## src/include/decode_settings.svh

```systemverilog
`ifndef DECODE_SETTINGS_SVH
`define DECODE_SETTINGS_SVH

////////////////////////////////////////////////////////////
// queue sizing
////////////////////////////////////////////////////////////

// entries in the instruction queue
// fetch also starts with this many credits
`define INSTR_QUEUE_DEPTH 4

// stall counter width, saturates at all ones
`define STALL_COUNT_W 16

////////////////////////////////////////////////////////////
// fixed by the instruction set
////////////////////////////////////////////////////////////

`define INSTR_W 32
`define REG_ADDR_W 5

`endif

```

## src/hw/mipsDecodePkg.sv

```systemverilog
package mipsDecodePkg;

	////////////////////////////////////////////////////////////
	// instruction fields
	////////////////////////////////////////////////////////////

	// primary opcode, bits 31:26
	typedef enum logic [5:0] {
		OP_SPECIAL = 6'b000000,
		OP_BGEZAL  = 6'b000001,
		OP_JAL     = 6'b000011,
		OP_BEQ     = 6'b000100,
		OP_ORI     = 6'b001101,
		OP_LUI     = 6'b001111,
		OP_LW      = 6'b100011,
		OP_SW      = 6'b101011
	} opcodeT;

	// funct field of special, bits 5:0
	typedef enum logic [5:0] {
		FN_SLLV = 6'b000100,
		FN_JR   = 6'b001000,
		FN_ADD  = 6'b100000,
		FN_SUB  = 6'b100010
	} functT;

	////////////////////////////////////////////////////////////
	// control selectors
	////////////////////////////////////////////////////////////

	typedef enum logic [2:0] {
		ALU_ADD  = 3'b000,
		ALU_SUB  = 3'b001,
		ALU_OR   = 3'b010,
		ALU_LUI  = 3'b011,
		ALU_SLLV = 3'b100
	} aluOpT;

	// next pc source
	typedef enum logic [1:0] {
		JUMP_ADDER = 2'b00,
		JUMP_IMM16 = 2'b01,
		JUMP_IMM26 = 2'b10,
		JUMP_RS    = 2'b11
	} jumpSelT;

	// branch compare, equality or rs >= 0
	typedef enum logic [1:0] {
		CMP_EQ  = 2'b00,
		CMP_GEZ = 2'b01
	} cmpSelT;

	// second alu operand
	typedef enum logic [1:0] {
		DATA2_RT   = 2'b00,
		DATA2_SEXT = 2'b01,
		DATA2_ZEXT = 2'b10
	} data2SelT;

	// write-back source
	typedef enum logic [1:0] {
		WDATA_ALU  = 2'b00,
		WDATA_LOAD = 2'b01,
		WDATA_LINK = 2'b10
	} wdataSelT;

	// cfg register map
	typedef enum logic {
		CFG_FWD_CTRL    = 1'b0,
		CFG_STALL_COUNT = 1'b1
	} cfgAddrT;

endpackage

```

## src/hw/controller.sv

```systemverilog
`timescale 1ns/1ns
`include "decode_settings.svh"

module controller (
	input  logic [`INSTR_W-1:0]     instruction,
	input  logic                    equal,
	output logic [`REG_ADDR_W-1:0]  rs,
	output logic [`REG_ADDR_W-1:0]  rt,
	output logic [`REG_ADDR_W-1:0]  rd,
	output logic [15:0]             imm16,
	output logic [25:0]             imm26,
	output mipsDecodePkg::jumpSelT  jumpSel,
	output logic [1:0]              tUseRs,
	output logic [1:0]              tUseRt,
	output mipsDecodePkg::cmpSelT   cmpSel,
	output mipsDecodePkg::data2SelT data2Sel,
	output mipsDecodePkg::aluOpT    aluOp,
	output logic [1:0]              eTNew,
	output logic [1:0]              mTNew,
	output logic [`REG_ADDR_W-1:0]  wreg,
	output logic                    isLoad,
	output logic                    isStore,
	output mipsDecodePkg::wdataSelT wdataSel,
	output logic                    regWrite,
	output logic                    memWrite
);
	import mipsDecodePkg::*;

	// link register for jal and bgezal
	localparam logic [`REG_ADDR_W-1:0] REG_RA = `REG_ADDR_W'd31;

	opcodeT opcode;
	functT  funct;
	logic   isAdd, isSub, isOri, isLui, isLw, isSw;
	logic   isBeq, isJal, isJr, isSllv, isBgezal;

	// raw fields
	assign rs = instruction[25:21];
	assign rt = instruction[20:16];
	assign rd = instruction[15:11];
	assign imm16 = instruction[15:0];
	assign imm26 = instruction[25:0];
	assign opcode = opcodeT'(instruction[31:26]);
	assign funct = functT'(instruction[5:0]);

	////////////////////////////////////////////////////////////
	// instruction recognition
	////////////////////////////////////////////////////////////

	// r-type needs both opcode and funct
	assign isAdd = (opcode == OP_SPECIAL) && (funct == FN_ADD);
	assign isSub = (opcode == OP_SPECIAL) && (funct == FN_SUB);
	assign isJr = (opcode == OP_SPECIAL) && (funct == FN_JR);
	assign isSllv = (opcode == OP_SPECIAL) && (funct == FN_SLLV);
	assign isOri = (opcode == OP_ORI);
	assign isLui = (opcode == OP_LUI);
	assign isLw = (opcode == OP_LW);
	assign isSw = (opcode == OP_SW);
	assign isBeq = (opcode == OP_BEQ);
	assign isJal = (opcode == OP_JAL);
	assign isBgezal = (opcode == OP_BGEZAL);

	////////////////////////////////////////////////////////////
	// control fields
	////////////////////////////////////////////////////////////

	// branches take the 16-bit offset
	assign jumpSel = (isBeq || isBgezal) ? JUMP_IMM16 :
		isJal ? JUMP_IMM26 :
		isJr ? JUMP_RS :
		JUMP_ADDER;

	assign cmpSel = isBgezal ? CMP_GEZ : CMP_EQ;

	// lui goes through the sign-extend path, alu shifts it up
	assign data2Sel = (isLui || isLw || isSw) ? DATA2_SEXT :
		isOri ? DATA2_ZEXT :
		DATA2_RT;

	// address calc for lw/sw is an add
	assign aluOp = isSub ? ALU_SUB :
		isOri ? ALU_OR :
		isLui ? ALU_LUI :
		isSllv ? ALU_SLLV :
		ALU_ADD;

	assign wdataSel = isLw ? WDATA_LOAD :
		(isJal || isBgezal) ? WDATA_LINK :
		WDATA_ALU;

	// destination by class
	assign wreg = (isAdd || isSub || isSllv) ? rd :
		(isOri || isLui || isLw) ? rt :
		(isJal || isBgezal) ? REG_RA :
		'0;

	// bgezal links only when taken
	assign regWrite = isAdd || isSub || isOri || isLui || isLw || isJal || isSllv ||
		(isBgezal && equal);
	assign memWrite = isSw;
	assign isLoad = isLw;
	assign isStore = isSw;

	////////////////////////////////////////////////////////////
	// hazard timing
	////////////////////////////////////////////////////////////

	// tuse: 0 in decode, 1 in execute, 2 in memory, 3 unused
	assign tUseRs = (isAdd || isSub || isOri || isLw || isSw || isSllv) ? 2'd1 :
		(isBeq || isJr || isBgezal) ? 2'd0 :
		2'd3;
	// sw store data is needed only in memory
	assign tUseRt = (isAdd || isSub || isSllv) ? 2'd1 :
		isSw ? 2'd2 :
		isBeq ? 2'd0 :
		2'd3;

	// tnew seen from execute, then from memory
	assign eTNew = (isAdd || isSub || isOri || isLui || isSllv) ? 2'd1 :
		isLw ? 2'd2 :
		2'd0;
	assign mTNew = isLw ? 2'd1 : 2'd0;

endmodule

```

## src/hw/instrQueue.sv

```systemverilog
`timescale 1ns/1ns
`include "decode_settings.svh"

module instrQueue (
	input  logic                clk,
	input  logic                rstN,
	input  logic                instrValid,
	input  logic [`INSTR_W-1:0] instrWord,
	input  logic                pop,
	output logic                headValid,
	output logic [`INSTR_W-1:0] headWord,
	output logic                creditReturn
);
	localparam int DEPTH = `INSTR_QUEUE_DEPTH;
	localparam int PTR_W = (DEPTH > 1) ? $clog2(DEPTH) : 1;
	localparam int CNT_W = $clog2(DEPTH + 1);
	localparam logic [PTR_W-1:0] LAST_PTR = PTR_W'(DEPTH - 1);

	logic [`INSTR_W-1:0] mem [DEPTH];
	logic [PTR_W-1:0]    wrPtr;
	logic [PTR_W-1:0]    rdPtr;
	logic [CNT_W-1:0]    count;
	logic                doPop;

	// wrap for depths that are not a power of two
	function automatic logic [PTR_W-1:0] nextPtr(input logic [PTR_W-1:0] ptr);
		return (ptr == LAST_PTR) ? '0 : ptr + 1'b1;
	endfunction

	assign headValid = (count != '0);
	assign headWord = mem[rdPtr];
	// pop on an empty queue is ignored
	assign doPop = pop && headValid;

	// storage, fetch credits guarantee a free slot
	always_ff @(posedge clk) begin
		if (instrValid) begin
			mem[wrPtr] <= instrWord;
		end
	end

	////////////////////////////////////////////////////////////
	// pointers, occupancy, credit return
	////////////////////////////////////////////////////////////

	always_ff @(posedge clk or negedge rstN) begin
		if (!rstN) begin
			wrPtr <= '0;
			rdPtr <= '0;
			count <= '0;
			creditReturn <= 1'b0;
		end else begin
			if (instrValid) begin
				wrPtr <= nextPtr(wrPtr);
			end
			if (doPop) begin
				rdPtr <= nextPtr(rdPtr);
			end
			// push and pop together leave count alone
			case ({instrValid, doPop})
				2'b10: count <= count + 1'b1;
				2'b01: count <= count - 1'b1;
				default: count <= count;
			endcase
			// one credit per dequeued word, a cycle later
			creditReturn <= doPop;
		end
	end

endmodule

```

## src/hw/hazardTracker.sv

```systemverilog
`timescale 1ns/1ns
`include "decode_settings.svh"

module hazardTracker (
	input  logic                         clk,
	input  logic                         rstN,
	input  logic                         headValid,
	input  logic                         forwardEn,
	input  logic [`REG_ADDR_W-1:0]       rs,
	input  logic [`REG_ADDR_W-1:0]       rt,
	input  logic [15:0]                  imm16,
	input  logic [1:0]                   tUseRs,
	input  logic [1:0]                   tUseRt,
	input  logic [`REG_ADDR_W-1:0]       wreg,
	input  logic                         regWrite,
	input  logic [1:0]                   eTNew,
	input  logic [1:0]                   mTNew,
	input  mipsDecodePkg::aluOpT         aluOp,
	input  mipsDecodePkg::data2SelT      data2Sel,
	input  mipsDecodePkg::wdataSelT      wdataSel,
	input  mipsDecodePkg::jumpSelT       jumpSel,
	input  mipsDecodePkg::cmpSelT        cmpSel,
	input  logic                         memWrite,
	input  logic                         isLoad,
	output logic                         pop,
	output logic                         stallPulse,
	output logic                         issueValid,
	output mipsDecodePkg::aluOpT         issueAluOp,
	output mipsDecodePkg::data2SelT      issueData2Sel,
	output mipsDecodePkg::wdataSelT      issueWdataSel,
	output mipsDecodePkg::jumpSelT       issueJumpSel,
	output mipsDecodePkg::cmpSelT        issueCmpSel,
	output logic [`REG_ADDR_W-1:0]       issueRs,
	output logic [`REG_ADDR_W-1:0]       issueRt,
	output logic [15:0]                  issueImm16,
	output logic [`REG_ADDR_W-1:0]       issueWreg,
	output logic                         issueRegWrite,
	output logic                         issueMemWrite,
	output logic                         issueIsLoad
);
	// tuse code for an operand the instruction never reads
	localparam logic [1:0] TUSE_NONE = 2'd3;

	// execute slot keeps both tnew values, memory slot only its own
	logic [`REG_ADDR_W-1:0] exWreg;
	logic                   exWe;
	logic [1:0]             exTNew;
	logic [1:0]             exMTNew;
	logic [`REG_ADDR_W-1:0] memWreg;
	logic                   memWe;
	logic [1:0]             memTNew;
	logic                   rsStall;
	logic                   rtStall;
	logic                   stall;

	// one source against one slot
	// without forwarding any pending write blocks
	function automatic logic slotHazard(
		input logic [`REG_ADDR_W-1:0] src,
		input logic [1:0]             tUse,
		input logic [`REG_ADDR_W-1:0] dst,
		input logic                   we,
		input logic [1:0]             tNew,
		input logic                   fwd
	);
		logic used;
		used = (tUse != TUSE_NONE) && (src != '0);
		return used && we && (src == dst) && (!fwd || (tUse < tNew));
	endfunction

	////////////////////////////////////////////////////////////
	// stall decision
	////////////////////////////////////////////////////////////

	assign rsStall = slotHazard(rs, tUseRs, exWreg, exWe, exTNew, forwardEn) ||
		slotHazard(rs, tUseRs, memWreg, memWe, memTNew, forwardEn);
	assign rtStall = slotHazard(rt, tUseRt, exWreg, exWe, exTNew, forwardEn) ||
		slotHazard(rt, tUseRt, memWreg, memWe, memTNew, forwardEn);

	assign stall = headValid && (rsStall || rtStall);
	assign pop = headValid && !stall;
	// one pulse per stalled cycle
	assign stallPulse = stall;

	////////////////////////////////////////////////////////////
	// scoreboard shift and issue
	////////////////////////////////////////////////////////////

	// empty queue or stall both leave a bubble in execute
	always_ff @(posedge clk or negedge rstN) begin
		if (!rstN) begin
			exWe <= 1'b0;
			memWe <= 1'b0;
			issueValid <= 1'b0;
		end else begin
			exWe <= pop && regWrite;
			memWe <= exWe;
			issueValid <= pop;
		end
	end

	// payload, meaningful only under the matching enable
	always_ff @(posedge clk) begin
		memWreg <= exWreg;
		memTNew <= exMTNew;
		if (pop) begin
			exWreg <= wreg;
			exTNew <= eTNew;
			exMTNew <= mTNew;
			issueAluOp <= aluOp;
			issueData2Sel <= data2Sel;
			issueWdataSel <= wdataSel;
			issueJumpSel <= jumpSel;
			issueCmpSel <= cmpSel;
			issueRs <= rs;
			issueRt <= rt;
			issueImm16 <= imm16;
			issueWreg <= wreg;
			issueRegWrite <= regWrite;
			issueMemWrite <= memWrite;
			issueIsLoad <= isLoad;
		end
	end

endmodule

```

## src/hw/hazardConfig.sv

```systemverilog
`timescale 1ns/1ns
`include "decode_settings.svh"

module hazardConfig (
	input  logic                      clk,
	input  logic                      rstN,
	input  logic                      cfgWrite,
	input  mipsDecodePkg::cfgAddrT    cfgAddr,
	input  logic [`STALL_COUNT_W-1:0] cfgWData,
	output logic [`STALL_COUNT_W-1:0] cfgRData,
	input  logic                      stallPulse,
	output logic                      forwardEn
);
	import mipsDecodePkg::*;

	logic [`STALL_COUNT_W-1:0] stallCount;
	logic                      countFull;

	assign countFull = (stallCount == '1);

	////////////////////////////////////////////////////////////
	// registers
	////////////////////////////////////////////////////////////

	always_ff @(posedge clk or negedge rstN) begin
		if (!rstN) begin
			// forwarding on out of reset
			forwardEn <= 1'b1;
			stallCount <= '0;
		end else begin
			if (cfgWrite && (cfgAddr == CFG_FWD_CTRL)) begin
				forwardEn <= cfgWData[0];
			end
			// any write to the counter clears it, data ignored
			if (cfgWrite && (cfgAddr == CFG_STALL_COUNT)) begin
				stallCount <= '0;
			end else if (stallPulse && !countFull) begin
				stallCount <= stallCount + 1'b1;
			end
		end
	end

	// read mux, forwarding bit sits in bit 0
	assign cfgRData = (cfgAddr == CFG_STALL_COUNT) ? stallCount :
		{{(`STALL_COUNT_W - 1){1'b0}}, forwardEn};

endmodule

```

## src/hw/decodeIssue.sv

```systemverilog
`timescale 1ns/1ns
`include "decode_settings.svh"

module decodeIssue (
	input  logic                      clk,
	input  logic                      rstN,
	input  logic                      instrValid,
	input  logic [`INSTR_W-1:0]       instrWord,
	output logic                      creditReturn,
	input  logic                      cmpEqual,
	input  logic                      cfgWrite,
	input  mipsDecodePkg::cfgAddrT    cfgAddr,
	input  logic [`STALL_COUNT_W-1:0] cfgWData,
	output logic [`STALL_COUNT_W-1:0] cfgRData,
	output logic                      issueValid,
	output mipsDecodePkg::aluOpT      issueAluOp,
	output mipsDecodePkg::data2SelT   issueData2Sel,
	output mipsDecodePkg::wdataSelT   issueWdataSel,
	output mipsDecodePkg::jumpSelT    issueJumpSel,
	output mipsDecodePkg::cmpSelT     issueCmpSel,
	output logic [`REG_ADDR_W-1:0]    issueRs,
	output logic [`REG_ADDR_W-1:0]    issueRt,
	output logic [15:0]               issueImm16,
	output logic [`REG_ADDR_W-1:0]    issueWreg,
	output logic                      issueRegWrite,
	output logic                      issueMemWrite,
	output logic                      issueIsLoad
);
	import mipsDecodePkg::*;

	// queue head
	logic                   headValid;
	logic [`INSTR_W-1:0]    headWord;
	logic                   pop;
	// decoded head
	logic [`REG_ADDR_W-1:0] rs, rt, wreg;
	logic [15:0]            imm16;
	logic [1:0]             tUseRs, tUseRt, eTNew, mTNew;
	logic                   isLoad, regWrite, memWrite;
	jumpSelT                jumpSel;
	cmpSelT                 cmpSel;
	data2SelT               data2Sel;
	aluOpT                  aluOp;
	wdataSelT               wdataSel;
	// tracker and config
	logic                   forwardEn;
	logic                   stallPulse;

	instrQueue instrQueue_inst (
		.clk(clk), .rstN(rstN),
		.instrValid(instrValid), .instrWord(instrWord),
		.pop(pop), .headValid(headValid), .headWord(headWord),
		.creditReturn(creditReturn)
	);

	// rd, imm26 and the store flag have no consumer in this stage
	controller controller_inst (
		.instruction(headWord), .equal(cmpEqual),
		.rs(rs), .rt(rt), .rd(), .imm16(imm16), .imm26(),
		.jumpSel(jumpSel), .tUseRs(tUseRs), .tUseRt(tUseRt),
		.cmpSel(cmpSel), .data2Sel(data2Sel), .aluOp(aluOp),
		.eTNew(eTNew), .mTNew(mTNew), .wreg(wreg),
		.isLoad(isLoad), .isStore(), .wdataSel(wdataSel),
		.regWrite(regWrite), .memWrite(memWrite)
	);

	hazardTracker hazardTracker_inst (
		.clk(clk), .rstN(rstN), .headValid(headValid), .forwardEn(forwardEn),
		.rs(rs), .rt(rt), .imm16(imm16), .tUseRs(tUseRs), .tUseRt(tUseRt),
		.wreg(wreg), .regWrite(regWrite), .eTNew(eTNew), .mTNew(mTNew),
		.aluOp(aluOp), .data2Sel(data2Sel), .wdataSel(wdataSel),
		.jumpSel(jumpSel), .cmpSel(cmpSel), .memWrite(memWrite), .isLoad(isLoad),
		.pop(pop), .stallPulse(stallPulse), .issueValid(issueValid),
		.issueAluOp(issueAluOp), .issueData2Sel(issueData2Sel),
		.issueWdataSel(issueWdataSel), .issueJumpSel(issueJumpSel),
		.issueCmpSel(issueCmpSel), .issueRs(issueRs), .issueRt(issueRt),
		.issueImm16(issueImm16), .issueWreg(issueWreg),
		.issueRegWrite(issueRegWrite), .issueMemWrite(issueMemWrite),
		.issueIsLoad(issueIsLoad)
	);

	hazardConfig hazardConfig_inst (
		.clk(clk), .rstN(rstN),
		.cfgWrite(cfgWrite), .cfgAddr(cfgAddr),
		.cfgWData(cfgWData), .cfgRData(cfgRData),
		.stallPulse(stallPulse), .forwardEn(forwardEn)
	);

endmodule

```

## config.mk

```make
export PLATFORM = sky130hd
export DESIGN_NAME = decodeIssue
export DESIGN_NICKNAME = d
export VERILOG_FILES = /design/src/hw/mipsDecodePkg.sv /design/src/hw/controller.sv /design/src/hw/instrQueue.sv /design/src/hw/hazardTracker.sv /design/src/hw/hazardConfig.sv /design/src/hw/decodeIssue.sv
export VERILOG_INCLUDE_DIRS = /design/src /design/src/include
export SDC_FILE = /design/constraint.sdc
export NUM_CORES = 1
export LEC_CHECK = 0
export CORE_MARGIN = 2
export CORE_UTILIZATION = 63
export DETAILED_ROUTE_END_ITERATION = 7
export DONT_BUFFER_PORTS = 1
export GPL_ROUTABILITY_DRIVEN = 0
export PLACE_DENSITY = 0.79
export SLEW_MARGIN = 20
export SYNTH_ARGS = -nofsm -noshare
export SYNTH_HDL_FRONTEND = slang
export SYNTH_SLANG_ARGS = --single-unit
```

## constraint.sdc

```tcl
create_clock -name clk -period 7.7 [get_ports clk]
set_input_delay 0.77 -clock clk [delete_from_list [all_inputs] [get_ports clk]]
set_output_delay 0.77 -clock clk [all_outputs]
set_load 0.05 [all_outputs]
```

* Word level (Yosys, flattened, before mapping)
Memory sizes are Yosys's and may differ from the RTL's.
Index checks and enable logic that the tools add are counted.
** Operators by class
- Add/sub/neg operators :: 5
- Multiply operators :: 0
- Div/mod/pow operators :: 0
- $lt $le $gt $ge :: 4
- Eq/ne operators :: 22
- Shift operators :: 0
- Multiplexer cells :: 26
- Bitwise logic cells :: 1
- Reductions and logical operators :: 63
** Operators by type and width (number)
- $mux W16 :: 3
- $mux W2 :: 14
- $logic_or A1 B1 Y1 :: 27
- $logic_and A1 B1 Y1 :: 26
- $eq A6 B6 Y1 const B :: 4
- $eq A5 B5 Y1 :: 4
- $eq A6 B4 Y1 const B :: 3
- $add A16 B1 Y16 const B :: 1
- $eq A16 B16 Y1 const B :: 1
- $mux W5 :: 3
- $eq A6 B3 Y1 const B :: 2
- $reduce_bool A5 Y1 :: 2
- $lt A2 B2 Y1 :: 4
- $eq A2 B2 Y1 const B :: 3
- $eq A6 B1 Y1 const B :: 1
- $eq A6 B2 Y1 const B :: 1
- $logic_not A6 Y1 :: 1
- $pmux W3 S2 :: 1
- $add A2 B1 Y2 const B :: 2
- $mux W1 :: 4
- $ne A2 B2 Y1 const B :: 2
- $reduce_bool A2 Y1 :: 2
- $add A3 B1 Y3 const B :: 1
- $logic_not A1 Y1 :: 3
- 6 further kinds :: 6
** Storage, ports and cells
- Register bits :: 84
- Bits in latches :: 0
- RAM bits :: 128
- ROM bits :: 0
- Input bits :: 54
- Word-level logic and storage cells :: 148
- Memories :: 1
** Memory list
- instrQueue_inst.mem :: words 4, width 32, read ports 1, clocked after Yosys merged registers in 0, write ports 1, RTL line instrQueue.sv:19 : logic [`INSTR_W-1:0] mem [DEPTH];

* Depth between registers and ports, before layout
An unclocked memory read counts as a cell.
- Word-level depth :: 22
- Depth in mapped cells :: 20
- Mapped depth without buffers :: 18

* Hierarchy
A second synthesis with hierarchy kept.
** Second synthesis, totals
- Cells, all modules :: 565
- Area total of the unflattened synthesis :: 9221.3 um^2
** Modules (own cells, without submodules)
- instrQueue :: times used 1, cells each 208, area each 5119.9 um^2, seq. area each 4043.9 um^2
- hazardTracker :: times used 1, cells each 117, area each 2117.0 um^2, seq. area each 1686.6 um^2
- hazardConfig :: times used 1, cells each 115, area each 1138.6 um^2, seq. area each 426.7 um^2
- controller :: times used 1, cells each 125, area each 845.8 um^2, seq. area each 0.0 um^2

* Worst setup path after synthesis
OpenSTA, ideal clock, no wires.
- Kind :: flip-flop to flip-flop
- Start point :: reg instrQueue_inst.rdPtr[0]
- End point :: reg instrQueue_inst.count[2]
- Data arrival time :: 6.845 ns
- Setup slack :: 0.776 ns
- Stages on the path, launching flop included :: 20
- Path buffers :: 1
- Clock period less this slack :: 6.924 ns
- Path through :: dfrtp_1 buf_6 mux4_2 or4_4 a2111oi_4 o21bai_1 nor2_1 ha_1 nor2b_1 o21ai_0 nor4b_1 o21ai_1 o211a_2 nor2b_1 ha_1 inv_1 fa_1 xor2_1 nor2_1 xor2_1
** On the way
- Cells in the longest elaborated chain, start to end :: 22
- Elaborated cells between the ends (all ways) :: 69
- Classes of those cells :: 4 x order compare; 17 x eq/ne; 6 x mux; 41 x reduce/logical; 1 x memory
** RTL lines
- start: declaration :: RTL line instrQueue.sv:21 : logic [PTR_W-1:0] rdPtr;
- start signal: assignment :: RTL line instrQueue.sv:57 : rdPtr <= nextPtr(rdPtr);
- $mem_v2 Z4 W32 (*)
- $eq A6 B6 Y1, or another cell as far along :: RTL line controller.sv:51 : assign isAdd = (opcode == OP_SPECIAL) && (funct == FN_ADD);
- $logic_and A1 B1 Y1, on equally long branches :: RTL line controller.sv:51, controller.sv:52
- $logic_or A1 B1 Y1 :: RTL line controller.sv:109, controller.sv:113
- $logic_or A1 B1 Y1 (4 in series) :: RTL line controller.sv:109 : assign tUseRs = (isAdd || isSub || isOri || isLw || isSw || isSllv) ? 2'd1 :
- $mux W2 :: RTL line controller.sv:109
- $ne A2 B2 Y1 :: RTL line hazardTracker.sv:67 : used = (tUse != TUSE_NONE) && (src != '0);
- $logic_and A1 B1 Y1 :: RTL line hazardTracker.sv:67
- [4 not listed]
- $logic_or A1 B1 Y1 (*) :: RTL line hazardTracker.sv:80 : assign stall = headValid && (rsStall || rtStall);
- $logic_and A1 B1 Y1 (*) :: RTL line hazardTracker.sv:80
- $logic_not A1 Y1 (*) :: RTL line hazardTracker.sv:81 : assign pop = headValid && !stall;
- $logic_and A1 B1 Y1 (*) :: RTL line hazardTracker.sv:81
- named net hazardTracker_inst.pop :: RTL line hazardTracker.sv:25 : output logic pop,
- $logic_and A1 B1 Y1 (*) :: RTL line instrQueue.sv:33 : assign doPop = pop && headValid;
- $eq A2 B1 Y1 / $eq A2 B2 Y1 (equally long branches) :: RTL line instrQueue.sv:60 : case ({instrValid, doPop})
- $pmux W3 S2 / $reduce_bool A2 Y1 (equally long branches)
- end signal: assignment :: RTL line instrQueue.sv:61 : 2'b10: count <= count + 1'b1;
- end signal: assignment :: RTL line instrQueue.sv:62 : 2'b01: count <= count - 1'b1;
- end signal: assignment :: RTL line instrQueue.sv:63 : default: count <= count;
- end: declaration :: RTL line instrQueue.sv:22 : logic [CNT_W-1:0] count;
The timed path passes the listed nets; every way through them passes the cells marked *.
A chain may end at the register's enable or synchronous reset.

* Final worst setup path
Ends and elaborated chain as after synthesis.

==> out/qor.yml <==
outcome: "finished clean"
use_met3: 0.0627
cp.arrival_ps: 6340
grt_pass1_vias: 4509
max_freq_mhz: 168
wl_per_cell_um: 22.3
syn-num-nets: 558
ant_nets: 0
cts_tree: "yes"
core_um2: 13100
worstSetupEndpointType: "register"
power.switching_mw: 1.42
nets: 569
route.detailed.drc: 0
slowest_stage: "mux4_2"
combinationalPowerShare: 0.216
ff2ff_path_depth: 18
synth-async-reset-ratio: 0.130
synth_cell_types: 58
overflow: 0
n_antenna_cell: 0
detail_route.vias_per_cell: 6.27
row_count: 42
use_met1: 0.301
wl_mm: 15.5
num_vias: 4355
synth.avg_cell_area_um2: 17.1
p_seq_frac: 0.537
rsz0062_at_grt: "no"
grt_max_degree: 43
clkLatencyLatePin_ps: 490
cap_violations: 0
hold_class: "primary input to asynchronous set/reset pin"
worstPathMaxFanout: 33
pwr-share-clk: 0.247
tightest_slew_ps: 917
cts_htree_levels: 1
area_growth_pct: 10.1
drtPass1Iterations: 5
fin_setup_tns_ps: 0
seq_area_um2: 6020
crit_required_ps: 8100
die_w_um: 120
root_buffer: "clkbuf_16"
fin_util: 0.707
syn_area_um2: 8430
cp-start-kind: "register"
crit_type: "register to register"
drv_slew: 0
ctsLongestPathBuffers: 3
port_buffers: 0
numCtsBuffers: 21
synth_edf_count: 174
top_usage_layer: "met2"
multi_input_area_um2: 2270
dp_slack_ps: 1820
final.setup.worst_slack_ps: 1760
cpPeakStageDelay_ps: 700
finalHoldViolations: 0
syn-instance-count: 494
die_area_um2: 14300
cp_num_cells: 18
io_pins: 117
p_int_mw: 2.49
period_share: 0.771
setup_viol: 0
p_leak_nw: 3.19
use_met2: 0.364
antenna_found_initial: 0
vdd_drop_max_v: 0.000320
powerDensity_nw_per_um2: 421
yosysSeqAreaShare: 0.714
drt_iter0_markers: 382
hpwl_mm: 9.70
maxSlewHeadroom: 0.386
crit_family: "compound AO/OA/AOI/OAI gates"
swShare: 0.362
skew_ps: 18.9
fill_cells: 820
worst_hold_slack_ps: 94.1
finalCriticalPeriod_ps: 5940
drive_above_1_share: 0.164
grt_pass1_wl_mm: 24.3
grtUsageTotal: 0.224
ys_ff_latch: 207
cts_sinks: 207
synthFlopType: "edfxtp_1"
yosysWarnings: 0
clkTransAtPathRegs_ps: 60
start_util: 0.642
die_h_um: 120
critical_path_buf_inv_count: 1
crit_chain: "mux4_2 > or4_4 > a2111oi_4 > o21bai_1 > nor2_1 > ha_1 > nor2b_1 > o21ai_0 > nor4b_1 > o21ai_1 > o211a_2 > nor2b_4 > ha_1 > inv_1 > fa_1 > xor2_1 > nor2_1 > xor2_1"
## flip-flops by register name (all words and copies together) (netlist names), 2 cells and up
name                              count
hazardTracker_inst.issueRs            5
hazardTracker_inst.issueWdataSel      2
instrQueue_inst.count                 3
hazardTracker_inst.issueData2Sel      2
hazardTracker_inst.issueJumpSel       2
instrQueue_inst.rdPtr                 2
hazardTracker_inst.issueAluOp         3
instrQueue_inst.wrPtr                 2
hazardTracker_inst.memWreg            5
hazardConfig_inst.stallCount         16
hazardTracker_inst.exTNew             2
hazardTracker_inst.issueWreg          5
hazardTracker_inst.issueImm16        16
hazardTracker_inst.issueRt            5
instrQueue_inst.mem                 128
## layout by cell type, fill, tap and decap left out, types with 10 or more instances in the layout
cell	synthesis	final
and2_1	23	23
inv_1	12	12
clkbuf_16	0	21
nand2_1	18	18
mux4_2	32	32
o21ai_0	14	14
edfxtp_1	174	174
dfrtp_1	26	25
or3_1	10	10
xnor2_1	21	21
nor2_1	16	16
## final timing paths
| path | from | to | slack, ps |
|---|---|---|---|
| min in group clk | instrWord[27] | instrQueue_inst.mem[2][27] | 370 |
| worst min register to register | hazardTracker_inst.exWe | hazardTracker_inst.memWe | 430 |
| worst max register to register | instrQueue_inst.rdPtr[0] | instrQueue_inst.count[2] | 1760 |
| max in group asynchronous | rstN | instrQueue_inst.rdPtr[0] | 7430 |
| worst max-delay path | instrQueue_inst.rdPtr[0] | instrQueue_inst.count[2] | 1760 |
| worst min-delay path | rstN | instrQueue_inst.wrPtr[1] | 90 |
## layout make-up
| cell class | instances | share of cell area |
|---|---|---|
| clock buffers | 28 | 0.0605 |
| clock inverters | 9 | 0.0105 |
| inverters | 12 | 0.00485 |
| multi-input cells | 255 | 0.244 |
| flip-flops and latches | 207 | 0.649 |
| well taps | 176 | 0.0237 |
| repair buffers | 8 | 0.00781 |
## timing repair
item / CTS / global route
setup buffers: 0 / 0
hold buffers: 1 / 0
endpoints found under the setup margin: 0 / 0
resized for setup: 0 / 0
hold endpoints to repair: 26 / 0
## metrics by stage
step | total power, mW | cells | area (um2)
after floorplan | 2.73 | 494 | 8430
after global placement | 2.92 | 657 | 8610
after detailed placement | 2.96 | 657 | 8610
after CTS | 3.94 | 695 | 9290
after global routing | 4.08 | 695 | 9290
final | 3.91 | 695 | 9290
## metal layers
metal	vias up	part of all wire
met1	2183	0.40
li1	1961	-
met4	0	0.026
met2	167	0.49
met5	-	0
met3	44	0.086
## power by group through the flow
| stage | clock, mW | combinational (mW) | sequential [mW] |
|---|---|---|---|
| global route | 1.02 | 0.926 | 2.13 |
| CTS | 0.983 | 0.853 | 2.10 |
| global placement | 0 | 0.816 | 2.11 |
| finish | 0.966 | 0.844 | 2.10 |
| floorplan | 0 | 0.689 | 2.04 |
| detailed placement | 0 | 0.841 | 2.12 |
## Yosys cell counts, drive strengths merged (4+ instances only)
library cell	count	area share
a221o	5	0.0059
mux2	4	0.0053
dfrtp	26	0.077
or4	10	0.0098
nand4	9	0.0067
nand2	18	0.0080
nor2	16	0.0071
nor3	6	0.0036
mux4	32	0.085
edfxtp	174	0.62
inv	12	0.0053
xnor2	21	0.022
nand2b	7	0.0052
dfxtp	6	0.014
nand3	7	0.0042
o21ai	16	0.0095
ha	9	0.013
clkbuf	11	0.0049
o211ai	9	0.0080
buf	9	0.0079
and2	23	0.017
or3	10	0.0074
nor2b	6	0.0045
a21oi	8	0.0047
## cells by family after synthesis
family	after synthesis	share of synthesized area
XOR/XNOR	23	0.0239
AND/OR/NAND/NOR	127	0.0869
adder cells (fa/ha/maj)	10	0.0157
other	1	0.000445
AO/OA/AOI/OAI	57	0.0490
multiplexers	37	0.0920
flip-flops	207	0.714
buffers and inverters	32	0.0181
No activity file was read; power rests on OpenSTA's default activity.
